## src/verilog/mem_map_pkg.sv

```systemverilog
// Data memory map and port types, referenced by scoped name from the memory, UART stages and top
package mem_map_pkg;

	// Memory geometry
	localparam int WORD_W = 32;
	localparam int ADDR_W = 11;
	localparam int BE_W = 4;
	localparam int MEM_DEPTH = 2048;

	// One data memory word
	typedef logic [WORD_W-1:0] word_t;
	// Word address, same width as the controller address
	typedef logic [ADDR_W-1:0] addr_t;
	// One enable per byte lane, all zero means read
	typedef logic [BE_W-1:0] byte_en_t;

	// One access on any memory port, 47 bits
	typedef struct packed {
		addr_t    addr;
		byte_en_t be;
		word_t    wdata;
	} mem_req_t;

	// Transmit mailbox word
	localparam addr_t TX_CTRL_ADDR = 11'd0;
	// Count of received bytes, wraps at 256
	localparam addr_t RX_COUNT_ADDR = 11'd1023;
	// Receive buffer, four bytes per word, little-endian
	localparam addr_t RX_BASE_ADDR = 11'd1024;

	// Transmit control word as stored, or split into fields
	typedef union packed {
		word_t raw;
		struct packed {
			logic        go;
			logic [11:0] rsvd;
			logic [7:0]  len;
			addr_t       start;
		} fields;
	} tx_ctrl_u;

	// Interrupt vector
	localparam int INT_W = 3;
	typedef struct packed {
		logic tx_done;
		logic rx_byte;
		logic rx_err;
	} int_sig_t;

endpackage

```

## src/verilog/uart_pkg.sv

```systemverilog
// UART bit timing and frame types, referenced by scoped name from the serial stages
package uart_pkg;

	// Bit period in clocks, short for fast simulation
	localparam int CLKS_PER_BIT = 8;
	localparam int HALF_BIT = CLKS_PER_BIT / 2;
	// Start bit, eight data bits, one stop bit
	localparam int DATA_BITS = 8;
	localparam int FRAME_BITS = 10;

	localparam int CLK_CNT_W = $clog2(CLKS_PER_BIT);
	localparam int BIT_CNT_W = $clog2(FRAME_BITS);
	typedef logic [CLK_CNT_W-1:0] clk_cnt_t;
	typedef logic [BIT_CNT_W-1:0] bit_cnt_t;

	// Counter end values
	localparam clk_cnt_t CNT_BIT_END = clk_cnt_t'(CLKS_PER_BIT - 1);
	localparam clk_cnt_t CNT_MID_START = clk_cnt_t'(HALF_BIT - 1);
	// Stop bit check ends early to absorb the synchronizer delay
	localparam clk_cnt_t CNT_STOP_END = clk_cnt_t'(CLKS_PER_BIT - 2);
	localparam bit_cnt_t LAST_FRAME_BIT = bit_cnt_t'(FRAME_BITS - 1);
	localparam bit_cnt_t LAST_DATA_BIT = bit_cnt_t'(DATA_BITS - 1);

	typedef logic [DATA_BITS-1:0] byte_t;

	// Received byte and stop bit status, 9 bits
	typedef struct packed {
		byte_t data;
		logic  frame_err;
	} rx_frame_t;

endpackage

```

## src/verilog/rx_writeback.sv

```systemverilog
// Receive writeback stage, stores each good byte and the byte count and raises receive interrupts
`timescale 1ns/1ps

module rx_writeback (
	input  logic                  CLK_BUF,
	input  logic                  reset_i,
	input  logic                  frame_valid_i,
	input  uart_pkg::rx_frame_t   frame_i,
	output mem_map_pkg::mem_req_t req_o,
	output logic                  req_valid_o,
	output logic                  rx_byte_o,
	output logic                  rx_err_o
);

	// Count of good bytes, wraps at 256
	logic [7:0] count_q;
	logic byte_pend_q;
	logic cnt_pend_q;
	logic err_q;
	uart_pkg::byte_t data_q;

	always_ff @(posedge CLK_BUF) begin
		if (reset_i) begin
			count_q <= '0;
			byte_pend_q <= 1'b0;
			cnt_pend_q <= 1'b0;
			err_q <= 1'b0;
		end else begin
			byte_pend_q <= frame_valid_i & ~frame_i.frame_err;
			err_q <= frame_valid_i & frame_i.frame_err;
			// Count word goes out the cycle after the byte
			cnt_pend_q <= byte_pend_q;
			if (byte_pend_q) count_q <= count_q + 8'd1;
		end
	end

	always_ff @(posedge CLK_BUF) begin
		if (frame_valid_i) data_q <= frame_i.data;
	end

	// Byte lane write first, then the full count word
	always_comb begin
		if (byte_pend_q) begin
			req_o.addr = mem_map_pkg::RX_BASE_ADDR + {5'd0, count_q[7:2]};
			req_o.be = 4'b0001 << count_q[1:0];
			req_o.wdata = {4{data_q}};
		end else begin
			req_o.addr = mem_map_pkg::RX_COUNT_ADDR;
			req_o.be = '1;
			req_o.wdata = {24'd0, count_q};
		end
	end

	assign req_valid_o = byte_pend_q | cnt_pend_q;
	assign rx_byte_o = cnt_pend_q;
	assign rx_err_o = err_q;

endmodule

```

## config.mk

```make
export PLATFORM = sky130hd
export DESIGN_NAME = rx_writeback
export DESIGN_NICKNAME = d
export VERILOG_FILES = /design/src/verilog/mem_map_pkg.sv /design/src/verilog/uart_pkg.sv /design/src/verilog/rx_writeback.sv
export SDC_FILE = /design/constraint.sdc
export NUM_CORES = 1
export LEC_CHECK = 0
export BUFFER_PORTS_ARGS = -buffer_cell sky130_fd_sc_hd__buf_2
export CAP_MARGIN = 20
export CORE_UTILIZATION = 43
export DETAILED_ROUTE_END_ITERATION = 16
export GPL_ROUTABILITY_DRIVEN = 1
export PLACE_DENSITY = 0.83
export SLEW_MARGIN = 20
export SYNTH_ARGS = -nofsm -noshare
export SYNTH_HDL_FRONTEND = slang
export SYNTH_SLANG_ARGS = --single-unit
```

## constraint.sdc

```tcl
create_clock -name CLK_BUF -period 1.9 [get_ports CLK_BUF]
set_clock_uncertainty 0.15 [all_clocks]
set_input_delay 0.38 -clock CLK_BUF [delete_from_list [all_inputs] [get_ports CLK_BUF]]
set_output_delay 0.38 -clock CLK_BUF [all_outputs]
set_load 0.01 [all_outputs]
```

* Word level (Yosys, flattened, before mapping) *
Cells that the tools add are included.
W data, S select, Z words.

storage, ports and cells
  register bits after elaboration = 19
  word-level logic and storage cells = 13
  bits of input ports = 12

operators by class
  multiplexer cells = 1
  shift operators = 1
  add/sub/neg operators = 2
  bitwise gates (word level) = 4

operator list
  kind                     count
  $mux W47                 1
  $add A11 B6 Y11 const A  1
  $add A8 B1 Y8 const B    1
  $shl A1 B2 Y4 const A    1
  $and A1 B1 Y1            2
  $not A1 Y1               1
  $or A1 B1 Y1             1

* Logic depth before layout (Yosys ltp) *
  depth after elaboration = 2
  gate-level depth with buffers = 5
  depth with buffers taken out = 4

* Least setup slack after synthesis *
No wires, ideal clock.

  path type = register to output
  from = register byte_pend_q
  to = output req_o[19] (netlist bit)
  arrival time = 1.071 ns
  stages on the path, launching flop included = 5
  buffers on the path = 3
  setup slack = 0.299 ns
  data required time = 1.370 ns
  cells stage by stage = dfxtp_1 buf_6 clkbuf_1 and2_1 buf_4

RTL lines
  item                    line                source
  from (decl)             rx_writeback.sv:17  logic byte_pend_q;
  from (signal assigned)  rx_writeback.sv:29  byte_pend_q <= frame_valid_i & ~frame_i.frame_err;
  to (decl)               rx_writeback.sv:9   output mem_map_pkg::mem_req_t req_o,

==> flow_summary.ini <==
[yosys]
synth_ff_type = dfxtp_1
yosysWarnings = 0
yosys.area_share.simple_pct = 21.75
postSynthCellCount = 109
synthXorXnorAreaFrac_pct = 3.310
synth_edf_count = 8
synth_compound_area_share_pct = 8.511
avgSynthCellArea_um2 = 9.711
synth_nets = 125
seq_area_frac_synth_pct = 43.50
synthArstFlopShare_pct = 0
ys_ff_latch = 19
yosysUniqueCellTypes = 26
syn_area_um2 = 1059
synth_mux_area_share_pct = 0
synth_top_family_by_area = simple AND/OR/NAND/NOR gates
synth-adder-area-share_pct = 4.728

[global_routing]
antenna_found_initial = 0
grt_usage_pct = 16.26
grt_pass1_wl_um = 3318
grt_overflow_total = 0
grt_start_max_net_pins = 19
grt_pass1_vias = 800

[cts]
clk_latency_ns = 0.29
cts_made_buffers = 3
htreeDepth = 1
post-cts-setup-buffers = 0
cts_hold_buf = 0
cts.sinks = 19
clkTransAtPathRegs_ns = 0.10
clock_path_buffers = 2
cts_tree = built
clockRootBuffer = clkbuf_4

[sta]
worst_pin_slew_ns = 0.2691
fmax_mhz = 552.3
min_period_ns = 1.811
setup_viol_count_final = 0
relSlewSlack_pct = 82.04
rsz0062_at_grt = false
fin_setup_tns_ns = 0
fin_crit_sh_pct = 95.29
slew_viol_final = 0
fin_hold_ws_ns = 0.1009
hold_viol_final = 0

[floorplanning]
coreArea_um2 = 2276
die_y_um = 51.62
num_rows = 17
dieWidth_um = 51.62
io_pins = 62
start_util_pct = 46.51
die_area_um2 = 2664

[critical_path]
cp.arrival_ns = 1.28
rr_startpoint = count_q[0]
r2r-end = count_q[6]
cp-start-kind = flop
worst-setup-path-type = flop to primary output
cp-end-kind = primary output
required_ns = 1.37
critPathLaunch = byte_pend_q
path_max_fanout = 18
endpoint = req_o[2]
r2r_setup_slack_ns = 0.34
r2r_cells = 4

[min_path]
holdCritStartpoint = frame_i[0]
hold_depth = 2
hold_path.class = primary input to flop

[run]
maxCapViolations = 0

[pwr]
finalPower_mw = 0.7603
p_leak_nw = 0.6677
powerDensity_nw_per_um2 = 599.3
ir_drop_mv = 0.4688

[finish]
postLayoutCellArea_um2 = 1269
synthToLayoutAreaGrowth_pct = 19.86
fin_cells = 179
finalNetCount = 168
layout-drive-gt1-share_pct = 47.68
diodes = 0

[placement]
placed_area_um2 = 1232
dp_cells = 175
dp_hpwl_um = 1600
place.gp.congestion = 0.7538
portBuffers = 61

[run_status]
status = finished, final reports clean

[routing]
first_pass_iters = 2
finalWirelength_um = 2056
ant_nets = 0
routedWlPerCell_um = 11.49
vias = 890
drc_errors = 0
drt_iter0_markers = 6
vias_per_cell = 4.972
==> layout make-up <==
type | count | area (um^2)
clock buffer | 3 | 22.52
sequential | 19 | 462.9
clock inverter | 1 | 5.005
inverter | 3 | 13.76
fill | 212 | 1007
timing repair buffer | 63 | 324.1
tap | 28 | 35.03
multi-input combinational | 62 | 405.4
==> Yosys cell counts (all sizes together), types with 3 or more instances <==
library cell | count | area, um^2
buf | 23 | 173.9
nand2 | 6 | 25.03
and2 | 8 | 50.05
edfxtp | 8 | 240.2
inv | 3 | 11.26
nand2b | 11 | 68.82
xor2 | 3 | 26.28
a21o | 7 | 52.55
nor2 | 5 | 18.77
nand4 | 4 | 25.02
ha | 4 | 50.05
a21oi | 4 | 20.02
dfxtp | 11 | 220.2
==> worst max-delay path: stages (launching register included) <==
cell     delay, ns
dfxtp_1       0.37
buf_6         0.18
and2_1        0.21
a21o_1        0.10
buf_2         0.12
==> metal layers <==
metal / share of wire, % / track usage, % / vias to the layer above
li1: - / - / 426
met1: 42 / 17.67 / 414
met2: 51 / 31.82 / 46
met3: 6.1 / 1.754 / 4
met4: 1.0 / 5.856 / 0
met5: 0 / 0 / -
==> metrics by stage <==
| step | setup slack [ns] | utilization (%) |
|---|---|---|
| after floorplan | 0.2989 | - |
| after global placement | 0.3928 | 54.15 |
| after detailed placement | 0.2869 | 54.15 |
| after CTS | 0.05800 | 55.42 |
| after global routing | 0.006057 | 55.74 |
| final | 0.08946 | 55.74 |
==> registers in the layout, indices dropped and copies added, names as in the netlist <==
name,flops
byte_pend_q,1
count_q,8
rx_err_o,1
rx_byte_o,1
data_q,8
==> repair_timing <==
action | in CTS | in global routing
setup endpoints to repair | 2 | 5
gates resized for setup | 1 | 3
pin swaps | 0 | 0
==> how the worst min path moves through the flow <==
stage,endpoint,slack [ns]
floorplan,byte_pend_q,0.31
global placement,count_q[7],0.33
detailed placement,count_q[7],0.35
CTS,data_q[0],0.1
global route,data_q[1],0.08
finish,byte_pend_q,0.10
==> logic make-up (layout without fill, tap and decap cells) <==
| logic type | after synthesis | in the layout |
|---|---|---|
| AO/OA/AOI/OAI | 14 | 14 |
| XOR/XNOR | 4 | 4 |
| adder cells (fa/ha/maj) | 4 | 4 |
| buffers and inverters | 28 | 70 |
| flip-flops | 19 | 19 |
| AND/OR/NAND/NOR | 40 | 40 |
==> power by group <==
| group | internal [mW] | total, mW | switching [mW] |
|---|---|---|---|
| Clock | 0.0784 | 0.201 | 0.123 |
| Combinational | 0.0480 | 0.108 | 0.0597 |
| Sequential | 0.444 | 0.451 | 0.00711 |
==> cell usage in the layout, fill, tap and decap left out, drive strengths merged <==
master	n
nand4	4
xnor2	1
inv	3
o21ai	2
xor2	3
nand2b	11
clkinv	1
or3	2
nor3b	1
buf	63
ha	4
and3b	1
a21o	7
or4	1
o31ai	1
nor2	5
a21oi	4
clkbuf	3
edfxtp	8
or2	1
dfxtp	11
nand2	6
and2	8
No activity file was read; power rests on OpenSTA's default activity.
