<file path="config.mk">
export PLATFORM = sky130hd
export DESIGN_NAME = uart_tx
export DESIGN_NICKNAME = d
export VERILOG_FILES = /design/src/verilog/uart_pkg.sv /design/src/verilog/uart_tx.sv
export SDC_FILE = /design/constraint.sdc
export NUM_CORES = 1
export LEC_CHECK = 0
export BUFFER_PORTS_ARGS = -buffer_cell sky130_fd_sc_hd__buf_2
export CAP_MARGIN = 40
export CORE_MARGIN = 4
export CORE_UTILIZATION = 43
export DETAILED_ROUTE_END_ITERATION = 8
export GPL_TIMING_DRIVEN = 0
export HOLD_SLACK_MARGIN = 0.1
export SLEW_MARGIN = 20
export SYNTH_ARGS = -nofsm -noshare
export SYNTH_HDL_FRONTEND = slang
export SYNTH_SLANG_ARGS = --single-unit
</file>
<file path="constraint.sdc">
create_clock -name CLK_BUF -period 2.3 [get_ports CLK_BUF]
set_input_delay 0.115 -clock CLK_BUF [delete_from_list [all_inputs] [get_ports CLK_BUF]]
set_output_delay 0.115 -clock CLK_BUF [all_outputs]
set_load 0.01 [all_outputs]
</file>
<file path="src/verilog/uart_pkg.sv">
// UART bit timing and frame types, referenced by scoped name from the serial stages
package uart_pkg;

	// Bit period in clocks, short for fast simulation
	localparam int CLKS_PER_BIT = 8;
	localparam int HALF_BIT = CLKS_PER_BIT / 2;
	// Start bit, eight data bits, one stop bit
	localparam int DATA_BITS = 8;
	localparam int FRAME_BITS = 10;

	localparam int CLK_CNT_W = $clog2(CLKS_PER_BIT);
	localparam int BIT_CNT_W = $clog2(FRAME_BITS);
	typedef logic [CLK_CNT_W-1:0] clk_cnt_t;
	typedef logic [BIT_CNT_W-1:0] bit_cnt_t;

	// Counter end values
	localparam clk_cnt_t CNT_BIT_END = clk_cnt_t'(CLKS_PER_BIT - 1);
	localparam clk_cnt_t CNT_MID_START = clk_cnt_t'(HALF_BIT - 1);
	// Stop bit check ends early to absorb the synchronizer delay
	localparam clk_cnt_t CNT_STOP_END = clk_cnt_t'(CLKS_PER_BIT - 2);
	localparam bit_cnt_t LAST_FRAME_BIT = bit_cnt_t'(FRAME_BITS - 1);
	localparam bit_cnt_t LAST_DATA_BIT = bit_cnt_t'(DATA_BITS - 1);

	typedef logic [DATA_BITS-1:0] byte_t;

	// Received byte and stop bit status, 9 bits
	typedef struct packed {
		byte_t data;
		logic  frame_err;
	} rx_frame_t;

endpackage

</file>
<file path="src/verilog/uart_tx.sv">
// UART serializer, sends one byte per start strobe as start, eight data and one stop bit
`timescale 1ns/1ps

module uart_tx (
	input  logic            CLK_BUF,
	input  logic            reset_i,
	input  logic            tx_start_i,
	input  uart_pkg::byte_t tx_byte_i,
	output logic            tx_busy_o,
	output logic            uart_tx_o
);

	logic busy_q;
	logic line_q;
	uart_pkg::clk_cnt_t clk_cnt_q;
	uart_pkg::bit_cnt_t bit_idx_q;
	// Data bits then stop bit
	logic [uart_pkg::DATA_BITS:0] shift_q;
	logic bit_end;

	assign bit_end = (clk_cnt_q == uart_pkg::CNT_BIT_END);
	assign tx_busy_o = busy_q;
	assign uart_tx_o = line_q;

	always_ff @(posedge CLK_BUF) begin
		if (reset_i) begin
			busy_q <= 1'b0;
			line_q <= 1'b1;
			clk_cnt_q <= '0;
			bit_idx_q <= '0;
		end else if (!busy_q) begin
			clk_cnt_q <= '0;
			bit_idx_q <= '0;
			// Start bit on the next cycle
			if (tx_start_i) begin
				busy_q <= 1'b1;
				line_q <= 1'b0;
			end
		end else if (bit_end) begin
			clk_cnt_q <= '0;
			if (bit_idx_q == uart_pkg::LAST_FRAME_BIT) begin
				// Stop bit finished, line stays high
				busy_q <= 1'b0;
			end else begin
				line_q <= shift_q[0];
				bit_idx_q <= bit_idx_q + 1'b1;
			end
		end else begin
			clk_cnt_q <= clk_cnt_q + 1'b1;
		end
	end

	// LSB first, ones fill in behind
	always_ff @(posedge CLK_BUF) begin
		if (!busy_q && tx_start_i) begin
			shift_q <= {1'b1, tx_byte_i};
		end else if (busy_q && bit_end) begin
			shift_q <= {1'b1, shift_q[uart_pkg::DATA_BITS:1]};
		end
	end

endmodule
</file>
======== Word-level counts from Yosys, hierarchy flattened ========
Cells that the tools add are included.
word-level totals
  register bits ........................... 17
  input bits .............................. 11
  word-level logic and storage cells ...... 32
cells by class
  add/sub/neg operators ................... 2
  eq/ne operators ......................... 4
  mux-type cells .......................... 10
  bitwise logic cells ..................... 2
  reductions and logical operators ........ 9
operators by type and width
  kind                                                                     count
  8-bit 2-to-1 mux                                                         2
  1-bit 2-to-1 mux                                                         8
  4-bit by 1-bit adder with 4-bit output, second input constant            1
  4-bit equality test, second input constant                               1
  2-bit nonzero test                                                       2
  3-bit by 1-bit adder with 3-bit output, second input constant            1
  3-bit equality test, second input constant                               1
  3-bit AND reduction                                                      1
  3-bit OR reduction                                                       1
  1-bit logical AND                                                        2
  2-bit by 1-bit inequality test with 1-bit output, second input constant  1
  2-bit inequality test, second input constant                             1
  1-bit NOT                                                                2
  2-bit AND reduction                                                      1
  2-bit OR reduction                                                       1
  1-bit zero test                                                          1

======== Depth between registers and ports, before layout ========
  depth after elaboration ................. 4
  gate-level depth with buffers ........... 6

======== Worst setup path before layout ========
No wires, ideal clock.
  kind .................................... register to register
  start point ............................. register clk_cnt_q[0]
  end point ............................... register shift_q[0] in the netlist's numbering (enable)
  arrival time ............................ 1.103 ns
  data required time ...................... 1.966 ns
  slack ................................... 0.862 ns
  stages on the path, launching flop included .. 6
  buffers on the path ..................... 1
  clock period less this slack ............ 1.438 ns
  cells stage by stage .................... dfxtp_1 -> ha_1 -> ha_1 -> buf_2 -> nand2_1 -> nand2b_1
on the way
  word-level cells in the longest chain between the ends .. 3
ends and longest elaborated chain
  item                                 line           text
  from (decl)                          uart_tx.sv:15  uart_pkg::clk_cnt_t clk_cnt_q;
  from (signal assigned)               uart_tx.sv:49  clk_cnt_q <= clk_cnt_q + 1'b1;
  3-bit equality test                  uart_tx.sv:21  assign bit_end = (clk_cnt_q == uart_pkg::CNT_BIT_END);
  1-bit logical AND                    uart_tx.sv:57  end else if (busy_q && bit_end) begin
  2-bit nonzero test (no source line)  -
  to (signal assigned)                 uart_tx.sv:56  shift_q <= {1'b1, tx_byte_i};
  to (signal assigned)                 uart_tx.sv:58  shift_q <= {1'b1, shift_q[uart_pkg::DATA_BITS:1]};
  to (decl)                            uart_tx.sv:18  logic [uart_pkg::DATA_BITS:0] shift_q;
No other way between the ends.
A chain may end at the register's enable or synchronous reset.

======== Final worst setup path ========
  start point ............................. register clk_cnt_q[0]
  end point ............................... register busy_q (netlist: tx_busy_o)
on the way
  word-level cells in the longest chain between the ends .. 3
ends and longest elaborated chain
  item                  line           text
  3-bit equality test   uart_tx.sv:21
  1-bit 2-to-1 mux      uart_tx.sv:39  end else if (bit_end) begin
  1-bit 2-to-1 mux      uart_tx.sv:31  end else if (!busy_q) begin
  to (signal assigned)  uart_tx.sv:27  busy_q <= 1'b0;
  to (signal assigned)  uart_tx.sv:36  busy_q <= 1'b1;
  to (signal assigned)  uart_tx.sv:43  busy_q <= 1'b0;
  to (decl)             uart_tx.sv:13  logic busy_q;
No other way between the ends.

==> metrics.csv <==
metric,value,unit
status,"complete, no violations",
antenna violations before repair,0,
switching pwr,0.115,mW
Die Width,50.0,µm
Ant. Diodes,0,
hold path depth,2,
fill cell count,143,
FF-to-FF path depth,7,
IO Count,13,
Setup crit end kind,flip-flop,
count of cell types in the netlist,25,
CTS buffer count,3,
Sink Count,17,
Starting Density,0.480,
clk_skew,0.00628,ns
Setup CP Type,flip-flop to flip-flop,
drt first pass iters,3,
P_leak,0.388,nW
CP arrival,1.99,ns
gp weighted congestion,0.702,
Clock Tree Root,clkbuf_4,
Clock Path Buffers,2,
Die Area,2500,µm²
#FFs+latches synth,17,
fmax,552,MHz
Internal,0.429,mW
clock latency on the worst-skew pair,0.29,ns
CP startpoint kind,flip-flop,
Total Routing Usage GR,0.105,
crit-path max FO,10,
Hold Fails Final Rpt,0,
Clk pwr share,0.288,
ys async rst share,0,
P per Cell Area,616,nW/µm²
Max-cap violations,0,
clock-pin transition on the worst setup and hold timing paths,0.10,ns
share of post-route cells with drive strength above 1,0.359,
Syn. warnings,0,
post-DP HPWL,796,µm
Slew headroom,0.744,
crit share post-route,0.788,
Period minus WS final,1.81,ns
Net Sw Frac,0.211,
top cell type's share of synthesized area,0.317,
top_reg_cell synth,dfxtp_1,
Post CTS Setup Buffer Count,0,
sequential power share,0.622,
largest net degree at the start of global routing,11,
sequential area share after synthesis,0.555,
port buffer count,12,
post-route ant nets,0,
synthesized area,757,µm²
CP Data Required Time,2.48,ns
number of global-route vias before repair,438,
DR top layer,met3,
final wirelength,1.17,mm
Synth area leaders,"edfxtp_1 (32%), dfxtp_1 (24%), mux2_2 (10%)",
first-pass GRT wire length,1.94,mm
average cell area after synthesis,12.6,µm²
final setup TNS,0,ns
Vias,493,
Slew @ Worst Pin,0.384,ns
HP Class,input port to flip-flop,
# DRC,0,
number of flops mapped to enable cells by yosys,8,
met2 wire length,489,µm
# setup viols final,0,
Rows,14,
wl on met1,577,µm
Die Span Y,50.0,µm
Max Slew Vio Count,0,
Yosys top cell by area,edfxtp_1,
drt wl/cell,12.4,µm
Syn Inst Count,60,
Comb pwr share,0.090,
Routed met3 length,100,µm
GR Overflow Total,0,
routed vias/inst,5.24,
final design utilization,0.560,
final net count,94,
worst vdd ir,0.000554,V
Core Area,1580,µm²
area delta synth->final,16.7,%
Post-Syn Nets,75,
CTS tree,done,
initial DRC count,5,
H-tree depth,1,
RSZ-0062 raised after global routing,false,
[metal layers]
metal  vias to the layer above  track usage
met5                         -            0
met4                         0       0.0138
li1                        255            -
met2                        12        0.145
met1                       226        0.138
met3                         0       0.0693
[timing repair]
action / CTS / global route
hold buffers: 2 / 0
gates resized for setup: 0 / 0
hold endpoints to repair: 2 / 0
[critical path, cell delays in order, from the launching register on]
cell           delay (ns)
dfxtp_1              0.34
ha_1                 0.15
ha_1                 0.17
buf_2                0.22
nand2_1              0.09
o22ai_1              0.13
nor2_1               0.05
dlygate4sd3_1        0.55
[logic make-up after synthesis]
logic type | Yosys count | share of synthesized area
xor gates and xnor gates | 1 | 0.0116
and+or+nand+nor | 17 | 0.140
adders and majority gates | 4 | 0.0661
buffers and inverters | 6 | 0.0380
DFF | 17 | 0.555
AOI/OAI and AO/OA | 8 | 0.0843
muxes | 7 | 0.104
[placed cells by master, fill, tap and decap left out, drive strengths merged, types with 2 or more instances in the layout]
| master | netlist | routed |
|---|---|---|
| edfxtp | 8 | 8 |
| dfxtp | 9 | 9 |
| nand2 | 4 | 4 |
| buf | 3 | 15 |
| nor3b | 2 | 2 |
| dlygate4sd3 | 0 | 2 |
| clkbuf | 0 | 4 |
| nand2b | 3 | 3 |
| mux2 | 7 | 7 |
| ha | 4 | 4 |
| inv | 3 | 3 |
| a21oi | 2 | 2 |
| nor2 | 3 | 3 |
[synthesized netlist by cell type, drive strengths merged, types with 2 or more instances]
cell type / n
dfxtp: 9
mux2: 7
inv: 3
ha: 4
edfxtp: 8
a21oi: 2
nand2: 4
buf: 3
nor3b: 2
nor2: 3
nand2b: 3
[power by group through the flow]
stage	clock network, mW	registers (mW)	logic, mW
after floorplan	0	0.345	0.0295
after global placement	0	0.345	0.0455
after detailed placement	0	0.345	0.0461
after CTS	0.162	0.338	0.0496
after global routing	0.175	0.340	0.0541
final	0.156	0.338	0.0491
[final cells by class]
class	count	area, µm²	share of cell area
inverter	3	11.3	0.0127
multi-input combinational	37	308	0.348
timing repair buffer	14	80.1	0.0907
tap	16	20.0	0.0227
sequential	17	420	0.476
clock buffer	4	26.3	0.0297
buffer	3	17.5	0.0198
[flip-flops by register name, summed over array words and instances, names as in the netlist]
| register | cells |
|---|---|
| bit_idx_q | 4 |
| uart_tx_o | 1 |
| clk_cnt_q | 3 |
| shift_q | 8 |
| tx_busy_o | 1 |
[path summary, 6_finish.rpt]
kind | slack (ns) | from | end
setup / recovery | 0.49 | clk_cnt_q[0] | tx_busy_o
setup reg to reg | 0.49 | clk_cnt_q[0] | tx_busy_o
hold reg to reg | 0.43 | clk_cnt_q[0] | clk_cnt_q[0]
hold / removal | 0.11 | tx_byte_i[7] | shift_q[7]
[per-stage QoR]
step / std cells / total power, mW / hold WS (ns) / cell area (µm²) / worst slack, ns
6_report: 94 / 0.544 / 0.110 / 883 / 0.488
5_1_grt: 94 / 0.569 / 0.105 / 883 / 0.332
4_1_cts: 94 / 0.550 / 0.112 / 883 / 0.493
3_5_place_dp: 88 / 0.391 / 0.306 / 837 / 0.670
3_3_place_gp: 88 / 0.390 / 0.308 / 837 / 0.684
2_1_floorplan: 60 / 0.375 / 0.187 / 757 / 0.862
Note: power is estimated with default switching activity, not from simulation.
