--- src/verilog/mem_map_pkg.sv ---
// Data memory map and port types, referenced by scoped name from the memory, UART stages and top
package mem_map_pkg;

	// Memory geometry
	localparam int WORD_W = 32;
	localparam int ADDR_W = 11;
	localparam int BE_W = 4;
	localparam int MEM_DEPTH = 2048;

	// One data memory word
	typedef logic [WORD_W-1:0] word_t;
	// Word address, same width as the controller address
	typedef logic [ADDR_W-1:0] addr_t;
	// One enable per byte lane, all zero means read
	typedef logic [BE_W-1:0] byte_en_t;

	// One access on any memory port, 47 bits
	typedef struct packed {
		addr_t    addr;
		byte_en_t be;
		word_t    wdata;
	} mem_req_t;

	// Transmit mailbox word
	localparam addr_t TX_CTRL_ADDR = 11'd0;
	// Count of received bytes, wraps at 256
	localparam addr_t RX_COUNT_ADDR = 11'd1023;
	// Receive buffer, four bytes per word, little-endian
	localparam addr_t RX_BASE_ADDR = 11'd1024;

	// Transmit control word as stored, or split into fields
	typedef union packed {
		word_t raw;
		struct packed {
			logic        go;
			logic [11:0] rsvd;
			logic [7:0]  len;
			addr_t       start;
		} fields;
	} tx_ctrl_u;

	// Interrupt vector
	localparam int INT_W = 3;
	typedef struct packed {
		logic tx_done;
		logic rx_byte;
		logic rx_err;
	} int_sig_t;

endpackage

--- src/verilog/uart_pkg.sv ---
// UART bit timing and frame types, referenced by scoped name from the serial stages
package uart_pkg;

	// Bit period in clocks, short for fast simulation
	localparam int CLKS_PER_BIT = 8;
	localparam int HALF_BIT = CLKS_PER_BIT / 2;
	// Start bit, eight data bits, one stop bit
	localparam int DATA_BITS = 8;
	localparam int FRAME_BITS = 10;

	localparam int CLK_CNT_W = $clog2(CLKS_PER_BIT);
	localparam int BIT_CNT_W = $clog2(FRAME_BITS);
	typedef logic [CLK_CNT_W-1:0] clk_cnt_t;
	typedef logic [BIT_CNT_W-1:0] bit_cnt_t;

	// Counter end values
	localparam clk_cnt_t CNT_BIT_END = clk_cnt_t'(CLKS_PER_BIT - 1);
	localparam clk_cnt_t CNT_MID_START = clk_cnt_t'(HALF_BIT - 1);
	// Stop bit check ends early to absorb the synchronizer delay
	localparam clk_cnt_t CNT_STOP_END = clk_cnt_t'(CLKS_PER_BIT - 2);
	localparam bit_cnt_t LAST_FRAME_BIT = bit_cnt_t'(FRAME_BITS - 1);
	localparam bit_cnt_t LAST_DATA_BIT = bit_cnt_t'(DATA_BITS - 1);

	typedef logic [DATA_BITS-1:0] byte_t;

	// Received byte and stop bit status, 9 bits
	typedef struct packed {
		byte_t data;
		logic  frame_err;
	} rx_frame_t;

endpackage

--- src/verilog/tx_fetch.sv ---
// Transmit fetch stage, polls the mailbox and feeds buffer bytes to the UART serializer
`timescale 1ns/1ps

module tx_fetch (
	input  logic                  CLK_BUF,
	input  logic                  reset_i,
	output mem_map_pkg::mem_req_t req_o,
	output logic                  req_valid_o,
	input  logic                  grant_i,
	input  mem_map_pkg::word_t    rdata_i,
	output logic                  tx_start_o,
	output uart_pkg::byte_t       tx_byte_o,
	input  logic                  tx_busy_i,
	output logic                  tx_done_o
);

	typedef enum logic [2:0] {
		S_POLL, S_POLL_RD, S_CLEAR, S_FETCH, S_FETCH_RD, S_SEND, S_DRAIN
	} state_t;

	state_t state_q;
	mem_map_pkg::tx_ctrl_u rd_ctrl;
	mem_map_pkg::tx_ctrl_u cmd_q;
	mem_map_pkg::tx_ctrl_u clr_ctrl;
	mem_map_pkg::addr_t buf_addr_q;
	mem_map_pkg::word_t word_q;
	logic [7:0] remain_q;
	logic [1:0] lane_q;
	logic send_fire;

	// Request per state, held until granted
	always_comb begin
		rd_ctrl.raw = rdata_i;
		clr_ctrl = cmd_q;
		clr_ctrl.fields.go = 1'b0;
		req_o = '0;
		req_valid_o = 1'b0;
		case (state_q)
			S_POLL: begin
				req_valid_o = 1'b1;
				req_o.addr = mem_map_pkg::TX_CTRL_ADDR;
			end
			S_CLEAR: begin
				// Write back the command with go dropped
				req_valid_o = 1'b1;
				req_o.addr = mem_map_pkg::TX_CTRL_ADDR;
				req_o.be = '1;
				req_o.wdata = clr_ctrl.raw;
			end
			S_FETCH: begin
				req_valid_o = 1'b1;
				req_o.addr = buf_addr_q;
			end
			default: begin
			end
		endcase
	end

	assign send_fire = (state_q == S_SEND) && !tx_busy_i;
	assign tx_start_o = send_fire;
	// Lanes go out low byte first
	assign tx_byte_o = word_q[lane_q*8 +: 8];
	assign tx_done_o = (state_q == S_DRAIN) && !tx_busy_i;

	always_ff @(posedge CLK_BUF) begin
		if (reset_i) begin
			state_q <= S_POLL;
			remain_q <= '0;
			lane_q <= '0;
		end else begin
			case (state_q)
				S_POLL: if (grant_i) state_q <= S_POLL_RD;
				S_POLL_RD: begin
					if (rd_ctrl.fields.go) begin
						remain_q <= rd_ctrl.fields.len;
						lane_q <= '0;
						state_q <= S_CLEAR;
					end else begin
						state_q <= S_POLL;
					end
				end
				// Zero length goes straight to done
				S_CLEAR: if (grant_i) state_q <= (remain_q == 8'd0) ? S_DRAIN : S_FETCH;
				S_FETCH: if (grant_i) state_q <= S_FETCH_RD;
				S_FETCH_RD: state_q <= S_SEND;
				S_SEND: begin
					if (send_fire) begin
						remain_q <= remain_q - 8'd1;
						lane_q <= lane_q + 2'd1;
						if (remain_q == 8'd1) state_q <= S_DRAIN;
						else if (lane_q == 2'd3) state_q <= S_FETCH;
					end
				end
				// Wait for the last stop bit
				S_DRAIN: if (!tx_busy_i) state_q <= S_POLL;
				default: state_q <= S_POLL;
			endcase
		end
	end

	// Command, address and word registers
	always_ff @(posedge CLK_BUF) begin
		if (state_q == S_POLL_RD) begin
			cmd_q <= rd_ctrl;
			buf_addr_q <= rd_ctrl.fields.start;
		end
		if (state_q == S_FETCH_RD) word_q <= rdata_i;
		if (send_fire && lane_q == 2'd3) buf_addr_q <= buf_addr_q + 1'b1;
	end

endmodule

--- config.mk ---
export PLATFORM = sky130hd
export DESIGN_NAME = tx_fetch
export DESIGN_NICKNAME = d
export VERILOG_FILES = /design/src/verilog/mem_map_pkg.sv /design/src/verilog/uart_pkg.sv /design/src/verilog/tx_fetch.sv
export SDC_FILE = /design/constraint.sdc
export NUM_CORES = 1
export LEC_CHECK = 0
export CORE_UTILIZATION = 55
export CTS_BUF_LIST = sky130_fd_sc_hd__clkbuf_4 sky130_fd_sc_hd__clkbuf_8 sky130_fd_sc_hd__clkbuf_16
export DETAILED_ROUTE_END_ITERATION = 12
export DONT_BUFFER_PORTS = 1
export PLACE_DENSITY = 0.7
export SLEW_MARGIN = 10
export SYNTH_ARGS = -nofsm -noshare
export SYNTH_HDL_FRONTEND = slang
export SYNTH_SLANG_ARGS = --single-unit
--- constraint.sdc ---
create_clock -name CLK_BUF -period 4.64 [get_ports CLK_BUF]
set_input_delay 0.464 -clock CLK_BUF [delete_from_list [all_inputs] [get_ports CLK_BUF]]
set_output_delay 0.464 -clock CLK_BUF [all_outputs]
set_load 0.02 [all_outputs]
After elaboration in Yosys (flattened, before gate mapping)
Index checks and enable logic that the tools add are counted.
{ "totals": {"romBits": 0, "in_bits": 36, "wordCells": 57, "ff_bits": 87, "latch_bits": 0, "ram_bits": 0, "n_memories": 0} }
{ "classes": {"n_eq_ne": 15, "reduce_logical": 11, "order_cmp": 0, "n_mul": 0, "shifts": 1, "bitwise": 0, "n_addsub": 3, "muxes": 21, "div": 0} }
{ "ops": {"columns": ["operator", "n"], "rows": [
  ["36-bit two-way mux", 1],
  ["11-bit two-way mux", 3],
  ["32-bit by 6-bit variable part select with 8-bit output", 1],
  ["3-bit two-way mux", 8],
  ["3-bit case mux with 7 select lines", 1],
  ["8-bit two-way mux", 2],
  ["8-bit case mux with 2 select lines", 1],
  ["2-bit inequality test (second input constant)", 6],
  ["11-bit by 1-bit adder with 11-bit output (second input constant)", 1],
  ["3-bit equality test (second input constant)", 3],
  ["8-bit by 1-bit equality test with 1-bit output (second input constant)", 1],
  ["8-bit logical NOT", 1],
  ["8-bit by 1-bit subtractor with 8-bit output (second input constant)", 1],
  ["3-bit by 2-bit equality test with 1-bit output (second input constant)", 2],
  ["2-bit two-way mux", 3],
  ["6-bit AND reduction", 1],
  ["2-bit case mux with 2 select lines", 1],
  ["2-bit nonzero test", 2],
  ["3-bit by 1-bit equality test with 1-bit output (second input constant)", 1],
  ["1-bit logical AND", 3],
  ["3-bit logical NOT", 1],
  ["3-bit by 1-bit inequality test with 1-bit output (second input constant)", 1],
  ["3-bit AND reduction", 1],
  ["3-bit OR reduction", 1],
  ["4 further kinds", 4]
]} }

Longest topological paths before layout
Gate-level depths: netlist (run 1).
{ "logic_depth": {"ltp_word": 5, "mapped_depth": 6, "ltp_nobuf": 6} }

Worst setup path after synthesis (run 1)
No wires, ideal clock.
{ "synth_timing": {"path_kind": "register -> register", "from": "reg state_q[2]", "to": "reg word_q[0], enable pin", "period_less_slack_ns": 3.210, "path_stages_with_launch": 4, "setup_ns": 0.464, "t_required_ns": 4.176, "setup_slack_ns": 1.430, "arrival_ns": 2.747, "path_buffers": 1, "cell_sequence": "dfxtp_1 -> clkbuf_8 -> inv_1 -> nor3_1"} }
{ "synth_between": {"elab_chain_cells": 1} }
{ "synth_lines": {"columns": ["element", "line", "rtl"], "rows": [
  ["start: declaration", "tx_fetch.sv:21", "state_t state_q;"],
  ["start signal: assignment", "tx_fetch.sv:83", "S_CLEAR: if (grant_i) state_q <= (remain_q == 8'd0) ? S_DRAIN : S_FETCH;"],
  ["3-bit equality test", "tx_fetch.sv:107", "if (state_q == S_FETCH_RD) word_q <= rdata_i;"],
  ["end signal: assignment", "tx_fetch.sv:107", null],
  ["end: declaration", "tx_fetch.sv:26", "mem_map_pkg::word_t word_q;"]
]} }
No other way between the ends.
A chain may end at the register's enable or synchronous reset.

==> results of run 1 <==
==> state kept, by name, indices dropped and copies added (netlist names) <==
signal and cells:
buf_addr_q 11, remain_q 8, lane_q 2, word_q 32, cmd_q 31, state_q 3
==> final cells by class <==
class | count | area [µm²] | share of cell area
Clock buffer | 9 | 124 | 0.0295
Tap cell | 96 | 120 | 0.0286
Sequential cell | 87 | 2480 | 0.591
Timing Repair Buffer | 2 | 15.0 | 0.00357
Inverter | 5 | 18.8 | 0.00447
Clock inverter | 7 | 75.1 | 0.0179
Multi-Input combinational cell | 194 | 1370 | 0.325
==> stage by stage <==
| step | area [µm²] | util |
|---|---|---|
| finish | 4200 | 0.612 |
| floorplan | 3970 | - |
| CTS | 4200 | 0.612 |
| global placement | 4000 | 0.583 |
| detailed placement | 4000 | 0.583 |
| global route | 4200 | 0.612 |
==> cell families after synthesis <==
group,Yosys count
compound gates,53
simple gates,117
flops,87
buf+inv,24
mux,10
xor+xnor,8
other cells,1
fa+ha+maj,5
==> power by group through the flow <==
stage | logic (µW) | clock network (µW) | registers (µW)
after floorplan | 475 | 0 | 1150
after global placement | 517 | 0 | 1190
after detailed placement | 526 | 0 | 1200
after CTS | 527 | 524 | 1180
after global routing | 570 | 554 | 1210
final | 517 | 513 | 1180
==> path summary, 6_finish.rpt <==
check,startpoint,end,slack [ps]
max reg2reg,lane_q[0],buf_addr_q[1],2170
min reg2reg,remain_q[6],remain_q[6],520
min,reset_i,remain_q[6],160
max,state_q[1],req_o[28],1960
==> layer usage <==
metal  vias up  global-route usage  routed length [µm]
met5         -                   0                   0
met4         0              0.0803                 114
met2        87               0.333                3550
met1      1144               0.288                3290
li1       1115                   -                   -
met3        11              0.0692                 628
==> worst reg2reg max path, cell delays in order (launching register included) <==
cell	delay, ps
dfxtp_1	770
ha_1	280
nand4_1	620
o21ai_0	270
buf_4	240
==> cells in the final DEF, fill, tap and decap left out, types with 2 or more instances in the layout <==
| cell type | instances |
|---|---|
| nand4b_1 | 2 |
| nor2_4 | 2 |
| inv_1 | 5 |
| ha_1 | 5 |
| and2_1 | 44 |
| nand3b_1 | 2 |
| nor3_1 | 9 |
| nand2b_4 | 2 |
| a211oi_1 | 4 |
| o21ai_1 | 4 |
| xor2_1 | 2 |
| nand2b_1 | 2 |
| nor4_1 | 2 |
| nor2_1 | 10 |
| nand2_1 | 21 |
| clkinv_4 | 2 |
| o32ai_1 | 2 |
| buf_4 | 2 |
| edfxtp_1 | 74 |
| nand4_1 | 2 |
| mux4_2 | 8 |
| o21ai_0 | 17 |
| nand3_1 | 5 |
| nor3_4 | 2 |
| inv_8 | 3 |
| a21oi_1 | 16 |
| nor2b_1 | 2 |
| a31o_2 | 2 |
| xnor2_1 | 6 |
| dfxtp_1 | 13 |
| clkbuf_8 | 9 |
==> metrics.cfg, run 1 <==
[sta]
hold_viol_final = 0
slew_violations = 0
slew_headroom = 0.301
tns_ps = 0
fmax_mhz = 373
min_period_over_period = 0.578
fin_skew_ps = 8.98
worst_pin_slew_ps = 1050
min_period_ps = 2680
setup_ws_ps = 1960
fin_hold_ws_ps = 156
setup_viol = 0
rsz0062_at_grt = false

[cts]
ctsResizeCount = 0
cts_tree = done
cts_root_buf = clkbuf_8
cts_sinks = 87
cts_hold_buffers = 0
numCtsBuffers = 9
worstSkewPairLatency_ps = 360
cts_buffer_depth = 2
cts_setup_buffers = 0
path_clk_slew_ps = 90
htreeDepth = 3

[layout]
nFillCells = 557
syn2layout_area_growth_pct = 5.93
final_nets = 340
antennaDiodeCount = 0
final_cells = 400
drive_gt1_frac = 0.128

[setup_path]
critPathRequiredTime_ps = 4180
r2r_cells = 4
crit_path_start_kind = flop
worst-path-max-fanout = 35
arrival_ps = 2220
crit_slowest_cell = nor2_4
path_cells = nand2b_4, nor2_4, and2_1
endpoint_kind = output port
worst-path-stages = 3
crit_type = reg -> out
critPathTopFamily = simple AND/OR/NAND/NOR gates
critPathMaxStageDelay_ps = 780
crit_buf_inv = 0

[placement]
dpl_worst_slack_ps = 2150
place_congestion = 0.843
place_hpwl_um = 5230
placed_cells = 384
portBuffers = 0

[logic_synthesis]
yosys_warnings = 0
synth_top_family_by_area = simple AND/OR/NAND/NOR gates
synth_ff_type = edfxtp_1
syn_nets = 346
synth_xor_area_frac = 0.0177
muxShareOfSynthArea = 0.0508
synth-seq-cells = 87
ys_seq_area_frac = 0.626
synth_edf_count = 74
synth-compound-area-share = 0.0795
synth_top_cell_by_area = edfxtp_1
synth-adder-area-share = 0.0158
netlist_area_um2 = 3970
synthTopCellsByCount = 74 x edfxtp_1, 44 x and2_1, 21 x nand2_1
synth.area.top_cells = edfxtp_1 56%, and2_1 6.9%, dfxtp_1 6.6%
yosysTopAreaCellShare = 0.560
synth-simple-area-share = 0.175
synth.most_common_cell = edfxtp_1
syn_avg_cell_area_um2 = 13.0
synth.distinct_cells = 51
async_flop_share = 0
netlist_instances = 305

[die]
ioPinCount = 94
fp.dieH_um = 86.9
die_area_um2 = 7560
die-width_um = 86.9
start_util = 0.577
num_rows = 30
core_um2 = 6870

[route]
vias = 2357
ant_nets = 0
via_per_inst = 5.89
drc = 0
drt_wl_total_um = 7580
firstDrtPassIters = 5
drtIter0Drc = 176
wl_per_cell_um = 18.9

[hold_path]
hold_path_class = in -> reg
holdPathStages = 1

[pwr]
combPwrFrac = 0.234
switching_share = 0.343
pwr-share-seq = 0.534
switchingPower_uw = 757
p_int_uw = 1450
ir_drop_mv = 0.268
power.leakage_uw = 0.00138
powerDensity_nw_per_um2 = 526
clockPowerShare = 0.232
power_uw = 2210

[global_routing]
grt_max_degree = 36
grt_pass1_vias = 2198
grt_usage = 0.216
overflow = 0
grt_first_pass_wirelength_um = 11600
antenna_found_initial = 0

[outcome]
status = completed

[run]
drv_cap = 0

Power figures use the tool's default switching activity.
==> run 2, diff against run 1 <==
Settings changed: PLACE_DENSITY 0.7 to 0.73.
Clock period 4.64 ns to 2.2 ns, I/O delays scaled along.
==> run 2 against run 1 <==
First-iteration DRC count fell by 20%. Non-clock buffer count grew 45. Critical path depth unchanged. Global-route usage rose by 1.1 points. Clock-buffer cell count stayed put.
==> metrics.cfg, run 2 (same netlist as run 1, synthesis figures left out) <==
[pwr]
clockPowerShare = 0.205
switchingPower_uw = 1610
power_uw = 4740
combPwrFrac = 0.270
pwr-share-seq = 0.526
p_int_uw = 3130
switching_share = 0.339
power.leakage_uw = 0.00157
ir_drop_mv = 0.547
powerDensity_nw_per_um2 = 1020

[die]
fp.dieH_um = 86.9
die-width_um = 86.9
core_um2 = 6870
die_area_um2 = 7560
ioPinCount = 94
num_rows = 30
start_util = 0.577

[placement]
portBuffers = 0
place_congestion = 0.841
placed_cells = 396
placed_cell_area_um2 = 4120
place_hpwl_um = 5500

[global_routing]
overflow = 0
grt_first_pass_wirelength_um = 12500
grt_max_degree = 33
use_met2 = 0.379
gr-usage-met3 = 0.0483
grt.busiest_layer = met2
use_met1 = 0.292
grt_pass1_vias = 2460
grt_usage = 0.227
antenna_found_initial = 0

[layout]
fin_area_um2 = 4640
largest_registers = word_q x32, cmd_q x31, buf_addr_q x11
syn2layout_area_growth_pct = 17.0
final_nets = 386
layout_common_cells = 74 x edfxtp_1, 44 x and2_1, 33 x dlygate4sd3_1
antennaDiodeCount = 0
final_common_cell = edfxtp_1
drive_gt1_frac = 0.146
nFillCells = 493
final_cells = 446
largest_register = word_q
largest_reg_flops = 32

[route]
drt_wl_total_um = 8240
drtIter0Drc = 141
firstDrtPassIters = 4
drc = 0
wl_per_cell_um = 18.5
ant_nets = 0
via_per_inst = 5.66
vias = 2524

[sta]
hold_viol_final = 0
worst_pin_slew_ps = 630
min_period_ps = 2020
setup_viol = 0
tns_ps = 0
slew_headroom = 0.579
slew_violations = 0
rsz0062_at_grt = false
min_period_over_period = 0.919
fmax_mhz = 495
fin_skew_ps = 9.20

[cts]
worstSkewPairLatency_ps = 350
htreeDepth = 3
cts_tree = done
cts_buffer_depth = 2
numCtsBuffers = 9
cts_setup_buffers = 0
path_clk_slew_ps = 80
cts_sinks = 87
cts_root_buf = clkbuf_8

[setup_path]
r2r_cells = 4
crit_path_end = tx_start_o
worst-path-max-fanout = 12
reg2reg_slack_ps = 310
critPathMaxStageDelay_ps = 730
critPathTopFamily = flip-flops
critPathLaunch = state_q[2]
path_cells = nand3b_1, buf_4, nor2_1
crit_slowest_cell = dfxtp_1
endpoint_kind = output port
reg2reg_to = remain_q[7]
r2r-start = state_q[2]
critPathRequiredTime_ps = 1980
crit_path_start_kind = flop
arrival_ps = 1800
crit_buf_inv = 1
worst-path-stages = 3
crit_type = reg -> out

[outcome]
status = completed

[hold_path]
holdPathStages = 2
hold_path_class = in -> reg

[run]
drv_cap = 0

[run 2: cell count changes in the layout (fill, tap and decap cells not counted), sizes merged]
| cell | before | now |
|---|---|---|
| dlygate4sd3 | 0 | 33 |
| buf | 2 | 14 |
| clkinv | 3 | 6 |
| inv | 8 | 6 |
| clkinvlp | 1 | 0 |
| nor2 | 12 | 13 |
[run 2: area by class of cell]
class                   instances  area, µm²  area share
flip-flops and latches         87       2480       0.535
repair buffers                 47        460      0.0992
multi-input cells             195       1390       0.299
clock inverters                 7       47.5      0.0102
well taps                      96        120      0.0259
inverters                       5       18.8     0.00405
clock buffers                   9        124      0.0267
[run 2: worst min path at each step]
stage	end	startpoint
CTS	state_q[0]	reset_i
global route	state_q[0]	reset_i
global placement	lane_q[1]	reset_i
finish	state_q[0]	reset_i
floorplan	remain_q[5]	reset_i
detailed placement	state_q[2]	reset_i
[run 2: power groups by stage]
stage | logic [µW] | registers (µW) | clock network [µW]
6_report | 1280 | 2490 | 969
3_5_place_dp | 1200 | 2520 | 0
3_3_place_gp | 1180 | 2510 | 0
2_1_floorplan | 1020 | 2410 | 0
5_1_grt | 1380 | 2540 | 1050
4_1_cts | 1270 | 2480 | 981
[run 2: per-stage QoR]
stage	hold WS (ps)	setup WS [ps]	utilization
after floorplan	293	304	-
after global placement	293	495	0.600
after detailed placement	294	414	0.600
after CTS	34.4	86.2	0.673
after global routing	35.7	32.1	0.675
final	42.1	179	0.675
[run 2: worst register-to-register path, delay by kind of cell, from the launching register on]
| family | cells | cell delay, ps |
|---|---|---|
| AO/OA/AOI/OAI | 2 | 360 |
| AND/OR/NAND/NOR | 2 | 680 |
| flip-flops | 1 | 730 |
[run 2: timing repair]
item / in CTS / in global routing
hold buffers: 33 / 0
hold endpoints to repair: 75 / 0
endpoints found under the setup margin: 0 / 44
gates resized for setup: 0 / 2
[run 2: per-layer routing]
metal,wire [µm],share of wire
met1,3480,0.42
met2,4050,0.49
met3,602,0.073
met4,109,0.013
met5,0,0
